===== src/logic/cnn_pkg.sv =====
package cnn_pkg;

    // ============================================================
    // image, kernel and layer sizes
    // ============================================================
    localparam int IMG_W  = 8;
    localparam int IMG_H  = 8;
    localparam int K_SIZE = 3;
    localparam int KERN_N = K_SIZE * K_SIZE;
    localparam int N_CH   = 2;

    localparam int CONV_W = IMG_W - K_SIZE + 1;
    localparam int CONV_H = IMG_H - K_SIZE + 1;
    localparam int POOL_W = CONV_W / 2;
    localparam int POOL_H = CONV_H / 2;
    localparam int POOL_N = POOL_W * POOL_H;

    // counter widths
    localparam int IMG_IDX_W  = $clog2(IMG_W);
    localparam int CONV_IDX_W = $clog2(CONV_W);
    localparam int FEAT_CNT_W = $clog2(POOL_N);

    // 9 weights per channel, then one bias per channel
    localparam int CFG_N_REGS = 20;

    localparam int ACT_MAX = 65535;

    // ============================================================
    // data types
    // ============================================================
    typedef logic        [7:0]  pixel_t;
    typedef logic signed [7:0]  weight_t;
    typedef logic signed [15:0] bias_t;
    typedef logic signed [20:0] acc_t;
    typedef logic        [15:0] act_t;
    typedef logic        [19:0] score_t;
    typedef logic        [4:0]  cfg_addr_t;
    typedef logic               class_t;

    // w[0] is the top-left tap, row-major
    typedef struct packed {
        weight_t [KERN_N-1:0] w;
        bias_t                b;
    } kernel_t;

    // p[KERN_N-1] is the newest pixel
    typedef struct packed {
        pixel_t [KERN_N-1:0] p;
    } window_t;

    typedef struct packed {
        act_t [N_CH-1:0] ch;
    } act_pair_t;

endpackage


===== src/logic/cnn_weight_regs.sv =====
`timescale 1ns/1ps

module cnn_weight_regs
    import cnn_pkg::*;
(
    input  logic                clk,
    input  logic                reset_n,
    input  logic                i_cfg_we,
    input  cfg_addr_t           i_cfg_addr,
    input  logic [15:0]         i_cfg_data,
    output kernel_t [N_CH-1:0]  o_kernel
);

    kernel_t [N_CH-1:0] r_kernel;
    logic               cfg_hit;

    // addresses 20..31 fall outside the register map
    assign cfg_hit = i_cfg_we && (i_cfg_addr < cfg_addr_t'(CFG_N_REGS));

    // ============================================================
    // address decode
    // ============================================================
    always_ff @(posedge clk or negedge reset_n) begin
        if (!reset_n) begin
            r_kernel <= '0;
        end else if (cfg_hit) begin
            for (int c = 0; c < N_CH; c++) begin
                // weights, low byte only
                for (int k = 0; k < KERN_N; k++) begin
                    if (i_cfg_addr == cfg_addr_t'(c * KERN_N + k)) begin
                        r_kernel[c].w[k] <= weight_t'(i_cfg_data[7:0]);
                    end
                end
                // biases after all weights
                if (i_cfg_addr == cfg_addr_t'(N_CH * KERN_N + c)) begin
                    r_kernel[c].b <= bias_t'(i_cfg_data);
                end
            end
        end
    end

    assign o_kernel = r_kernel;

endmodule


===== src/logic/conv_window.sv =====
`timescale 1ns/1ps

module conv_window
    import cnn_pkg::*;
(
    input  logic    clk,
    input  logic    reset_n,
    input  logic    i_pix_valid,
    input  pixel_t  i_pix,
    output logic    o_win_valid,
    output window_t o_window
);

    logic [IMG_IDX_W-1:0] col;
    logic [IMG_IDX_W-1:0] row;

    // one and two rows above the current pixel
    pixel_t  line_1 [IMG_W];
    pixel_t  line_2 [IMG_W];

    window_t r_window;
    logic    r_win_valid;
    logic    full_window;

    // no padding, window needs K_SIZE-1 rows and columns behind it
    assign full_window = (row >= IMG_IDX_W'(K_SIZE - 1)) &&
                         (col >= IMG_IDX_W'(K_SIZE - 1));

    // ============================================================
    // raster position
    // ============================================================
    always_ff @(posedge clk or negedge reset_n) begin
        if (!reset_n) begin
            col <= '0;
            row <= '0;
        end else if (i_pix_valid) begin
            if (col == IMG_IDX_W'(IMG_W - 1)) begin
                col <= '0;
                if (row == IMG_IDX_W'(IMG_H - 1)) begin
                    row <= '0;
                end else begin
                    row <= row + 1'b1;
                end
            end else begin
                col <= col + 1'b1;
            end
        end
    end

    always_ff @(posedge clk or negedge reset_n) begin
        if (!reset_n) begin
            r_win_valid <= 1'b0;
        end else begin
            r_win_valid <= i_pix_valid && full_window;
        end
    end

    // ============================================================
    // line buffers and 3x3 window
    // ============================================================
    always_ff @(posedge clk) begin
        if (i_pix_valid) begin
            line_2[col] <= line_1[col];
            line_1[col] <= i_pix;
            // shift window left by one column
            for (int r = 0; r < K_SIZE; r++) begin
                for (int c = 0; c < K_SIZE - 1; c++) begin
                    r_window.p[r * K_SIZE + c] <= r_window.p[r * K_SIZE + c + 1];
                end
            end
            // newest column on the right
            r_window.p[K_SIZE - 1]     <= line_2[col];
            r_window.p[2 * K_SIZE - 1] <= line_1[col];
            r_window.p[KERN_N - 1]     <= i_pix;
        end
    end

    assign o_win_valid = r_win_valid;
    assign o_window    = r_window;

endmodule


===== src/logic/conv_mac.sv =====
`timescale 1ns/1ps

module conv_mac
    import cnn_pkg::*;
(
    input  logic               clk,
    input  logic               reset_n,
    input  logic               i_win_valid,
    input  window_t            i_window,
    input  kernel_t [N_CH-1:0] i_kernel,
    output logic               o_act_valid,
    output act_pair_t          o_act
);

    acc_t      acc [N_CH];
    act_pair_t act_next;
    act_pair_t r_act;
    logic      r_act_valid;

    // ============================================================
    // multiply-accumulate per channel
    // ============================================================
    always_comb begin
        for (int c = 0; c < N_CH; c++) begin
            acc[c] = $signed(i_kernel[c].b);
            for (int k = 0; k < KERN_N; k++) begin
                // pixel widened with a zero msb so it stays non-negative
                acc[c] = acc[c] + $signed({1'b0, i_window.p[k]}) *
                                  $signed(i_kernel[c].w[k]);
            end
        end
    end

    // relu and saturation to act_t
    always_comb begin
        for (int c = 0; c < N_CH; c++) begin
            if (acc[c] < 0) begin
                act_next.ch[c] = '0;
            end else if (acc[c] > ACT_MAX) begin
                act_next.ch[c] = act_t'(ACT_MAX);
            end else begin
                act_next.ch[c] = acc[c][15:0];
            end
        end
    end

    // ============================================================
    // output register
    // ============================================================
    always_ff @(posedge clk or negedge reset_n) begin
        if (!reset_n) begin
            r_act_valid <= 1'b0;
        end else begin
            r_act_valid <= i_win_valid;
        end
    end

    always_ff @(posedge clk) begin
        if (i_win_valid) begin
            r_act <= act_next;
        end
    end

    assign o_act_valid = r_act_valid;
    assign o_act       = r_act;

endmodule


===== src/logic/max_pool.sv =====
`timescale 1ns/1ps

module max_pool
    import cnn_pkg::*;
(
    input  logic      clk,
    input  logic      reset_n,
    input  logic      i_act_valid,
    input  act_pair_t i_act,
    output logic      o_feat_valid,
    output act_pair_t o_feat
);

    logic [CONV_IDX_W-1:0] col;
    logic [CONV_IDX_W-1:0] row;

    act_pair_t h_first;                 // left value of the horizontal pair
    act_t      row_buf [N_CH][POOL_W];  // pair maxima from the even row
    act_pair_t pair_max;
    act_pair_t r_feat;
    logic      r_feat_valid;

    function automatic act_t act_max(input act_t a, input act_t b);
        return (a > b) ? a : b;
    endfunction

    always_comb begin
        for (int c = 0; c < N_CH; c++) begin
            pair_max.ch[c] = act_max(h_first.ch[c], i_act.ch[c]);
        end
    end

    // ============================================================
    // conv position
    // ============================================================
    always_ff @(posedge clk or negedge reset_n) begin
        if (!reset_n) begin
            col          <= '0;
            row          <= '0;
            r_feat_valid <= 1'b0;
        end else begin
            r_feat_valid <= i_act_valid && col[0] && row[0];
            if (i_act_valid) begin
                if (col == CONV_IDX_W'(CONV_W - 1)) begin
                    col <= '0;
                    row <= (row == CONV_IDX_W'(CONV_H - 1)) ? '0 : row + 1'b1;
                end else begin
                    col <= col + 1'b1;
                end
            end
        end
    end

    // pair and block maxima
    always_ff @(posedge clk) begin
        if (i_act_valid) begin
            if (!col[0]) begin
                h_first <= i_act;
            end else begin
                for (int c = 0; c < N_CH; c++) begin
                    if (!row[0]) begin
                        row_buf[c][col[CONV_IDX_W-1:1]] <= pair_max.ch[c];
                    end else begin
                        r_feat.ch[c] <= act_max(row_buf[c][col[CONV_IDX_W-1:1]],
                                                pair_max.ch[c]);
                    end
                end
            end
        end
    end

    assign o_feat_valid = r_feat_valid;
    assign o_feat       = r_feat;

endmodule


===== src/logic/class_scorer.sv =====
`timescale 1ns/1ps

module class_scorer
    import cnn_pkg::*;
(
    input  logic      clk,
    input  logic      reset_n,
    input  logic      i_feat_valid,
    input  act_pair_t i_feat,
    output logic      o_done,
    output class_t    o_class
);

    score_t                sum   [N_CH];
    score_t                total [N_CH];
    logic [FEAT_CNT_W-1:0] feat_cnt;
    logic                  last_feat;
    logic                  r_done;
    class_t                r_class;

    // running sum including the current feature
    always_comb begin
        for (int c = 0; c < N_CH; c++) begin
            total[c] = sum[c] + i_feat.ch[c];
        end
    end

    assign last_feat = (feat_cnt == FEAT_CNT_W'(POOL_N - 1));

    // ============================================================
    // accumulate, decide on the ninth feature
    // ============================================================
    always_ff @(posedge clk or negedge reset_n) begin
        if (!reset_n) begin
            sum      <= '{default: '0};
            feat_cnt <= '0;
            r_done   <= 1'b0;
            r_class  <= 1'b0;
        end else begin
            r_done <= i_feat_valid && last_feat;
            if (i_feat_valid) begin
                if (last_feat) begin
                    // channel 1 wins only when strictly larger
                    r_class  <= class_t'(total[1] > total[0]);
                    sum      <= '{default: '0};
                    feat_cnt <= '0;
                end else begin
                    sum      <= total;
                    feat_cnt <= feat_cnt + 1'b1;
                end
            end
        end
    end

    assign o_done  = r_done;
    assign o_class = r_class;

endmodule


===== src/logic/cnn_top.sv =====
`timescale 1ns/1ps

module cnn_top
    import cnn_pkg::*;
(
    input  logic        clk,
    input  logic        reset_n,
    input  logic        i_pix_valid,
    input  pixel_t      i_pix,
    input  logic        i_cfg_we,
    input  cfg_addr_t   i_cfg_addr,
    input  logic [15:0] i_cfg_data,
    output logic        o_feat_valid,
    output act_pair_t   o_feat,
    output logic        o_done,
    output class_t      o_class
);

    kernel_t [N_CH-1:0] kernel;
    logic               win_valid;
    window_t            window;
    logic               act_valid;
    act_pair_t          act;

    // ============================================================
    // pipeline: window -> mac -> pool -> scorer
    // ============================================================
    cnn_weight_regs u_weight_regs (
        .clk        (clk),
        .reset_n    (reset_n),
        .i_cfg_we   (i_cfg_we),
        .i_cfg_addr (i_cfg_addr),
        .i_cfg_data (i_cfg_data),
        .o_kernel   (kernel)
    );

    conv_window u_conv_window (
        .clk         (clk),
        .reset_n     (reset_n),
        .i_pix_valid (i_pix_valid),
        .i_pix       (i_pix),
        .o_win_valid (win_valid),
        .o_window    (window)
    );

    conv_mac u_conv_mac (
        .clk         (clk),
        .reset_n     (reset_n),
        .i_win_valid (win_valid),
        .i_window    (window),
        .i_kernel    (kernel),
        .o_act_valid (act_valid),
        .o_act       (act)
    );

    max_pool u_max_pool (
        .clk          (clk),
        .reset_n      (reset_n),
        .i_act_valid  (act_valid),
        .i_act        (act),
        .o_feat_valid (o_feat_valid),
        .o_feat       (o_feat)
    );

    class_scorer u_class_scorer (
        .clk          (clk),
        .reset_n      (reset_n),
        .i_feat_valid (o_feat_valid),
        .i_feat       (o_feat),
        .o_done       (o_done),
        .o_class      (o_class)
    );

endmodule


===== config.mk =====
export PLATFORM = sky130hd
export DESIGN_NAME = cnn_top
export DESIGN_NICKNAME = d
export VERILOG_FILES = /design/src/logic/cnn_pkg.sv /design/src/logic/cnn_weight_regs.sv /design/src/logic/conv_window.sv /design/src/logic/conv_mac.sv /design/src/logic/max_pool.sv /design/src/logic/class_scorer.sv /design/src/logic/cnn_top.sv
export SDC_FILE = /design/constraint.sdc
export NUM_CORES = 2
export LEC_CHECK = 0
export ABC_CLOCK_PERIOD_IN_PS = 11200
export BUFFER_PORTS_ARGS = -buffer_cell sky130_fd_sc_hd__buf_4
export CORE_AREA = 4 4 362 364
export CTS_CLUSTER_DIAMETER = 50
export CTS_CLUSTER_SIZE = 8
export DETAILED_ROUTE_END_ITERATION = 10
export DIE_AREA = 0 0 366 368
export PLACE_DENSITY = 0.82
export RECOVER_POWER = 50
export SLEW_MARGIN = 20
export SYNTH_ARGS = -nofsm -noshare
export SYNTH_HDL_FRONTEND = slang
export SYNTH_SLANG_ARGS = --single-unit

===== constraint.sdc =====
create_clock -name clk -period 11.2 [get_ports clk]
set_clock_uncertainty 0.2 [all_clocks]
set_input_delay 2.24 -clock clk [delete_from_list [all_inputs] [get_ports clk]]
set_output_delay 2.24 -clock clk [all_outputs]
set_load 0.02 [all_outputs]

==> impl_table.tex <==
\begin{tabular}{lr}
\hline
Metric & Value \\
\hline
\multicolumn{2}{l}{\textbf{Placement}} \\
\quad IO buf count & 67 \\
\quad DP Wirelength & 154000 um \\
\quad DP Worst Slack & between 400 and 500 ps \\
\quad Final weighted congestion of routability-driven global placement & 1.01 \\
\quad Area post-placement & 78400 um\^{}2 \\
\multicolumn{2}{l}{\textbf{Setup path}} \\
\quad Critical path launch point type & register \\
\quad Kind of end point of the critical path & register \\
\quad Timing endpoint of the critical path & u\_conv\_mac.o\_act[29] \\
\quad Data arrival time of the critical path & 11040 ps \\
\quad Number of cells traversed by the worst register-to-register path & 37 \\
\quad Setup CP Type & register to register \\
\quad Worst setup path start & u\_conv\_window.o\_window[36] \\
\quad CP Max Fanout & 17 \\
\quad Slowest cell on the critical path & sky130\_fd\_sc\_hd\_\_edfxtp\_1 \\
\quad Endpoint of the worst-slack reg-to-reg timing path & u\_conv\_mac.o\_act[29] \\
\quad FF-to-FF setup slack & 460 ps \\
\quad CP peak stage delay & $\sim$680 ps \\
\quad CP most frequent cell & sky130\_fd\_sc\_hd\_\_fa\_1 \\
\quad Source of the worst register-to-register timing path & u\_conv\_window.o\_window[36] \\
\quad Worst EP required & approximately 11000 ps \\
\multicolumn{2}{l}{\textbf{Run status}} \\
\quad Status & finished, violations left \\
\quad Failing checks & capacitance limit, slew limit \\
\multicolumn{2}{l}{\textbf{Routing}} \\
\quad Drt first-iter violations & 4344 \\
\quad Number of vias after detailed routing & 53700 \\
\quad Average vias per placed instance & 5.75 \\
\quad Post-DRT Antenna Nets & 0 \\
\quad Wire length after detailed routing & 198000 um \\
\quad Initial DRT Pass Iterations & 6 \\
\quad Routed wire per std cell & 21.2 um \\
\quad Residual DRC count & 0 \\
\multicolumn{2}{l}{\textbf{GRT}} \\
\quad Via count of the first global-routing pass & 57300 \\
\quad Antenna violations before repair & 9 \\
\quad Largest net degree at the start of global routing & 80 \\
\quad First-pass GRT wire length & 316000 um \\
\quad Tot GR Track Use & 0.300 \\
\quad Grt total ovfl & 0 \\
\multicolumn{2}{l}{\textbf{Timing}} \\
\quad Final period util & 0.959 \\
\quad Slew headroom & -2.41 \\
\quad Min Clock Period, post-route & 10740 ps \\
\quad Slack of the critical path & 456 ps \\
\quad Final Hold Fails & 0 \\
\quad Top achievable clock speed & 93.1 MHz \\
\quad Total negative slack & 0 ps \\
\quad Measured slew at the worst slew-check pin & 5120 ps \\
\quad Final max-slew violation count & 370 \\
\quad Number of setup violations in the final report & 0 \\
\multicolumn{2}{l}{\textbf{Logic synthesis}} \\
\quad Number of instances in the synthesized netlist & approximately 7500 \\
\quad Yosys warning count & 0 \\
\quad Sequential cell area fraction in the yosys report & 0.232 \\
\quad Primary flip-flop cell chosen by synthesis mapping & sky130\_fd\_sc\_hd\_\_edfxtp\_1 \\
\quad EDFF count, synth & a little under 400 \\
\quad Count of cell types in the netlist & 90 \\
\quad Synthesis-stage register bit count & between 600 and 700 \\
\quad Synthesized netlist net count & about 9500 \\
\quad Post-synthesis instance area & approximately 76000 um\^{}2 \\
\quad Fraction of registers with async set/reset & 0.375 \\
\quad Average instance area after synthesis & 10.1 um\^{}2 \\
\multicolumn{2}{l}{\textbf{Cells and area}} \\
\quad Cell area after layout & between 80000 and 90000 um\^{}2 \\
\quad \# fillers & slightly below 10000 \\
\quad Layout overhead on the synthesized area & 7.57\% \\
\quad Proportion of layout cells with a drive suffix above 1 & 0.0643 \\
\quad Util after Layout & 0.642 \\
\quad Number of nets in the finished design & 9541 \\
\multicolumn{2}{l}{\textbf{Flow run}} \\
\quad Max Cap Viol & 9 \\
\multicolumn{2}{l}{\textbf{CTS}} \\
\quad Clock input transition at the sequential cells of the worst setup and hold paths & about 60 ps \\
\quad Sinks on Clock Net & 627 \\
\quad Clk Latency, worst-skew pair & 740 ps \\
\quad Htree depth & 3 \\
\quad Cell at the root of the clock tree & sky130\_fd\_sc\_hd\_\_clkbuf\_16 \\
\quad Bufs on Longest Clock Path & 3 \\
\quad Number of buffers created by CTS & 107 \\
\quad TritonCTS clock tree & built \\
\multicolumn{2}{l}{\textbf{Hold path}} \\
\quad Min-delay worst type & register to register \\
\multicolumn{2}{l}{\textbf{Floorplan}} \\
\quad Core area & 127000 um\^{}2 \\
\quad Io pins & 68 \\
\quad Die Outline Area & 135000 um\^{}2 \\
\quad Row Count & between 100 and 150 \\
\quad Initial Util & 0.597 \\
\quad Die boundary height & 368 um \\
\quad Die width & 366 um \\
\hline
\end{tabular}
cells by family (layout without fill, tap and decap cells):
kind of cell    after synthesis  in the layout  synth area share
flops                       627            627             0.232
xor+xnor                    250            250            0.0288
buf+inv                    1869           2018            0.0927
mux                         276            276            0.0445
compound gates              705            705            0.0622
fa+ha+maj                  1935           1935             0.414
simple gates               1855           1855             0.126
other cells                   0              8                 0
layout by cell type (no fill, tap or decap), types with 74 or more instances in the layout:
master,Yosys,final
sky130_fd_sc_hd__clkbuf_16,0,107
sky130_fd_sc_hd__dfrtp_1,235,234
sky130_fd_sc_hd__nor3_1,77,76
sky130_fd_sc_hd__xnor2_1,176,176
sky130_fd_sc_hd__clkbuf_1,166,80
sky130_fd_sc_hd__nor2_1,254,250
sky130_fd_sc_hd__inv_1,1688,1688
sky130_fd_sc_hd__mux2_2,179,164
sky130_fd_sc_hd__ha_1,966,966
sky130_fd_sc_hd__xor2_1,74,74
sky130_fd_sc_hd__nand2b_1,84,84
sky130_fd_sc_hd__nand2_1,529,529
sky130_fd_sc_hd__buf_4,1,94
sky130_fd_sc_hd__o21ai_0,94,98
sky130_fd_sc_hd__a21oi_1,197,197
sky130_fd_sc_hd__edfxtp_1,392,392
sky130_fd_sc_hd__fa_1,969,969
sky130_fd_sc_hd__and2_1,664,663
sky130_fd_sc_hd__a21o_1,83,83
cell usage after synthesis, types with 25 or more instances:
cell                       number  area, um^2
sky130_fd_sc_hd__a21o_1        83         623
sky130_fd_sc_hd__mux4_2        32         721
sky130_fd_sc_hd__nor3_1        77         385
sky130_fd_sc_hd__clkbuf_1     166         623
sky130_fd_sc_hd__o21ai_0       94         470
sky130_fd_sc_hd__a21oi_1      197         986
sky130_fd_sc_hd__dfrtp_1      235        5880
sky130_fd_sc_hd__o21ai_1       38         190
sky130_fd_sc_hd__nand2b_1      84         526
sky130_fd_sc_hd__o211ai_1      25         188
sky130_fd_sc_hd__nand2_1      529        1990
sky130_fd_sc_hd__fa_1         969       19400
sky130_fd_sc_hd__inv_1       1688        6340
sky130_fd_sc_hd__o21a_1        57         428
sky130_fd_sc_hd__nand3_1       63         315
sky130_fd_sc_hd__edfxtp_1     392       11800
sky130_fd_sc_hd__nor2b_1       62         388
sky130_fd_sc_hd__xnor2_1      176        1540
sky130_fd_sc_hd__mux2i_1       65         651
sky130_fd_sc_hd__ha_1         966       12100
sky130_fd_sc_hd__and2_1       664        4150
sky130_fd_sc_hd__xor2_1        74         648
sky130_fd_sc_hd__mux2_2       179        2020
sky130_fd_sc_hd__nor2_1       254         953
cell type report:
type	instances	area, um^2	share of cell area
antenna	8	20.0	0.000245
sequential	627	17700	0.216
tap	1662	2080	0.0254
multi-input combinational	5021	51400	0.628
clock buffer	163	2950	0.0360
timing repair buffer	126	858	0.0105
clock inverter	39	505	0.00618
inverter	1690	6340	0.0775
worst min-delay path by stage:
stage	startpoint	to	slack [ps]	cells after the start
floorplan	u_conv_mac.o_act[10]	u_max_pool.h_first[10]	230	0
global placement	u_conv_mac.o_act[11]	u_max_pool.h_first[11]	240	0
detailed placement	u_conv_mac.o_act[1]	u_max_pool.h_first[1]	240	0
CTS	u_conv_mac.o_act[1]	u_max_pool.h_first[1]	250	0
global route	u_conv_mac.o_act[1]	u_max_pool.h_first[1]	260	0
finish	u_conv_mac.o_act[1]	u_max_pool.h_first[1]	250	0
registers in the layout, indices dropped and copies added, names as in the netlist:
name	cells
u_conv_window.col	3
u_conv_mac.o_act	32
u_conv_window.line_1	64
u_class_scorer.o_class	1
u_class_scorer.sum	40
u_conv_window.row	3
u_class_scorer.o_done	1
u_max_pool.row	1
u_conv_mac.o_act_valid	1
u_max_pool.row_buf	96
u_max_pool.col	3
u_max_pool.o_feat_valid	1
u_class_scorer.feat_cnt	4
u_conv_window.line_2	64
u_weight_regs.o_kernel	176
u_conv_window.o_win_valid	1
u_max_pool.h_first	32
u_conv_window.o_window	72
u_max_pool.o_feat	32
timing repair:
| item | in CTS | in global routing |
|---|---|---|
| buffers inserted | 0 | 7 |
| endpoints found under the setup margin | 0 | 28 |
| resized for setup | 0 | 1 |
| hold buffers | 0 | 0 |
through the flow:
step	hold slack [ps]	std cells
5_1_grt	257	9328
3_3_place_gp	238	9119
2_1_floorplan	226	7517
3_5_place_dp	240	9119
4_1_cts	252	9321
6_report	247	9336
layer usage:
layer / routed length, um / global-route usage / share of wire / vias up
met5: 12 / 0 / 0.000061 / -
met4: 12000 / 0.155 / 0.061 / 2
met3: 15700 / 0.0570 / 0.079 / 556
met2: 94200 / 0.498 / 0.48 / 2236
met1: 75700 / 0.375 / 0.38 / 26900
li1: - / - / - / 24000
worst max-delay path: cells and delay by family (launching register included):
| kind | cells | cell delay (ps) |
|---|---|---|
| AOI/OAI and AO/OA | 9 | 1730 |
| DFF | 1 | 680 |
| xor gates and xnor gates | 1 | 380 |
| and+or+nand+nor | 7 | 1600 |
| adders and majority gates | 13 | 5540 |
| buffers and inverters | 7 | 350 |
Power is not shown: default switching activity piles up to over one toggle a cycle in this logic, so the estimate is an artifact.
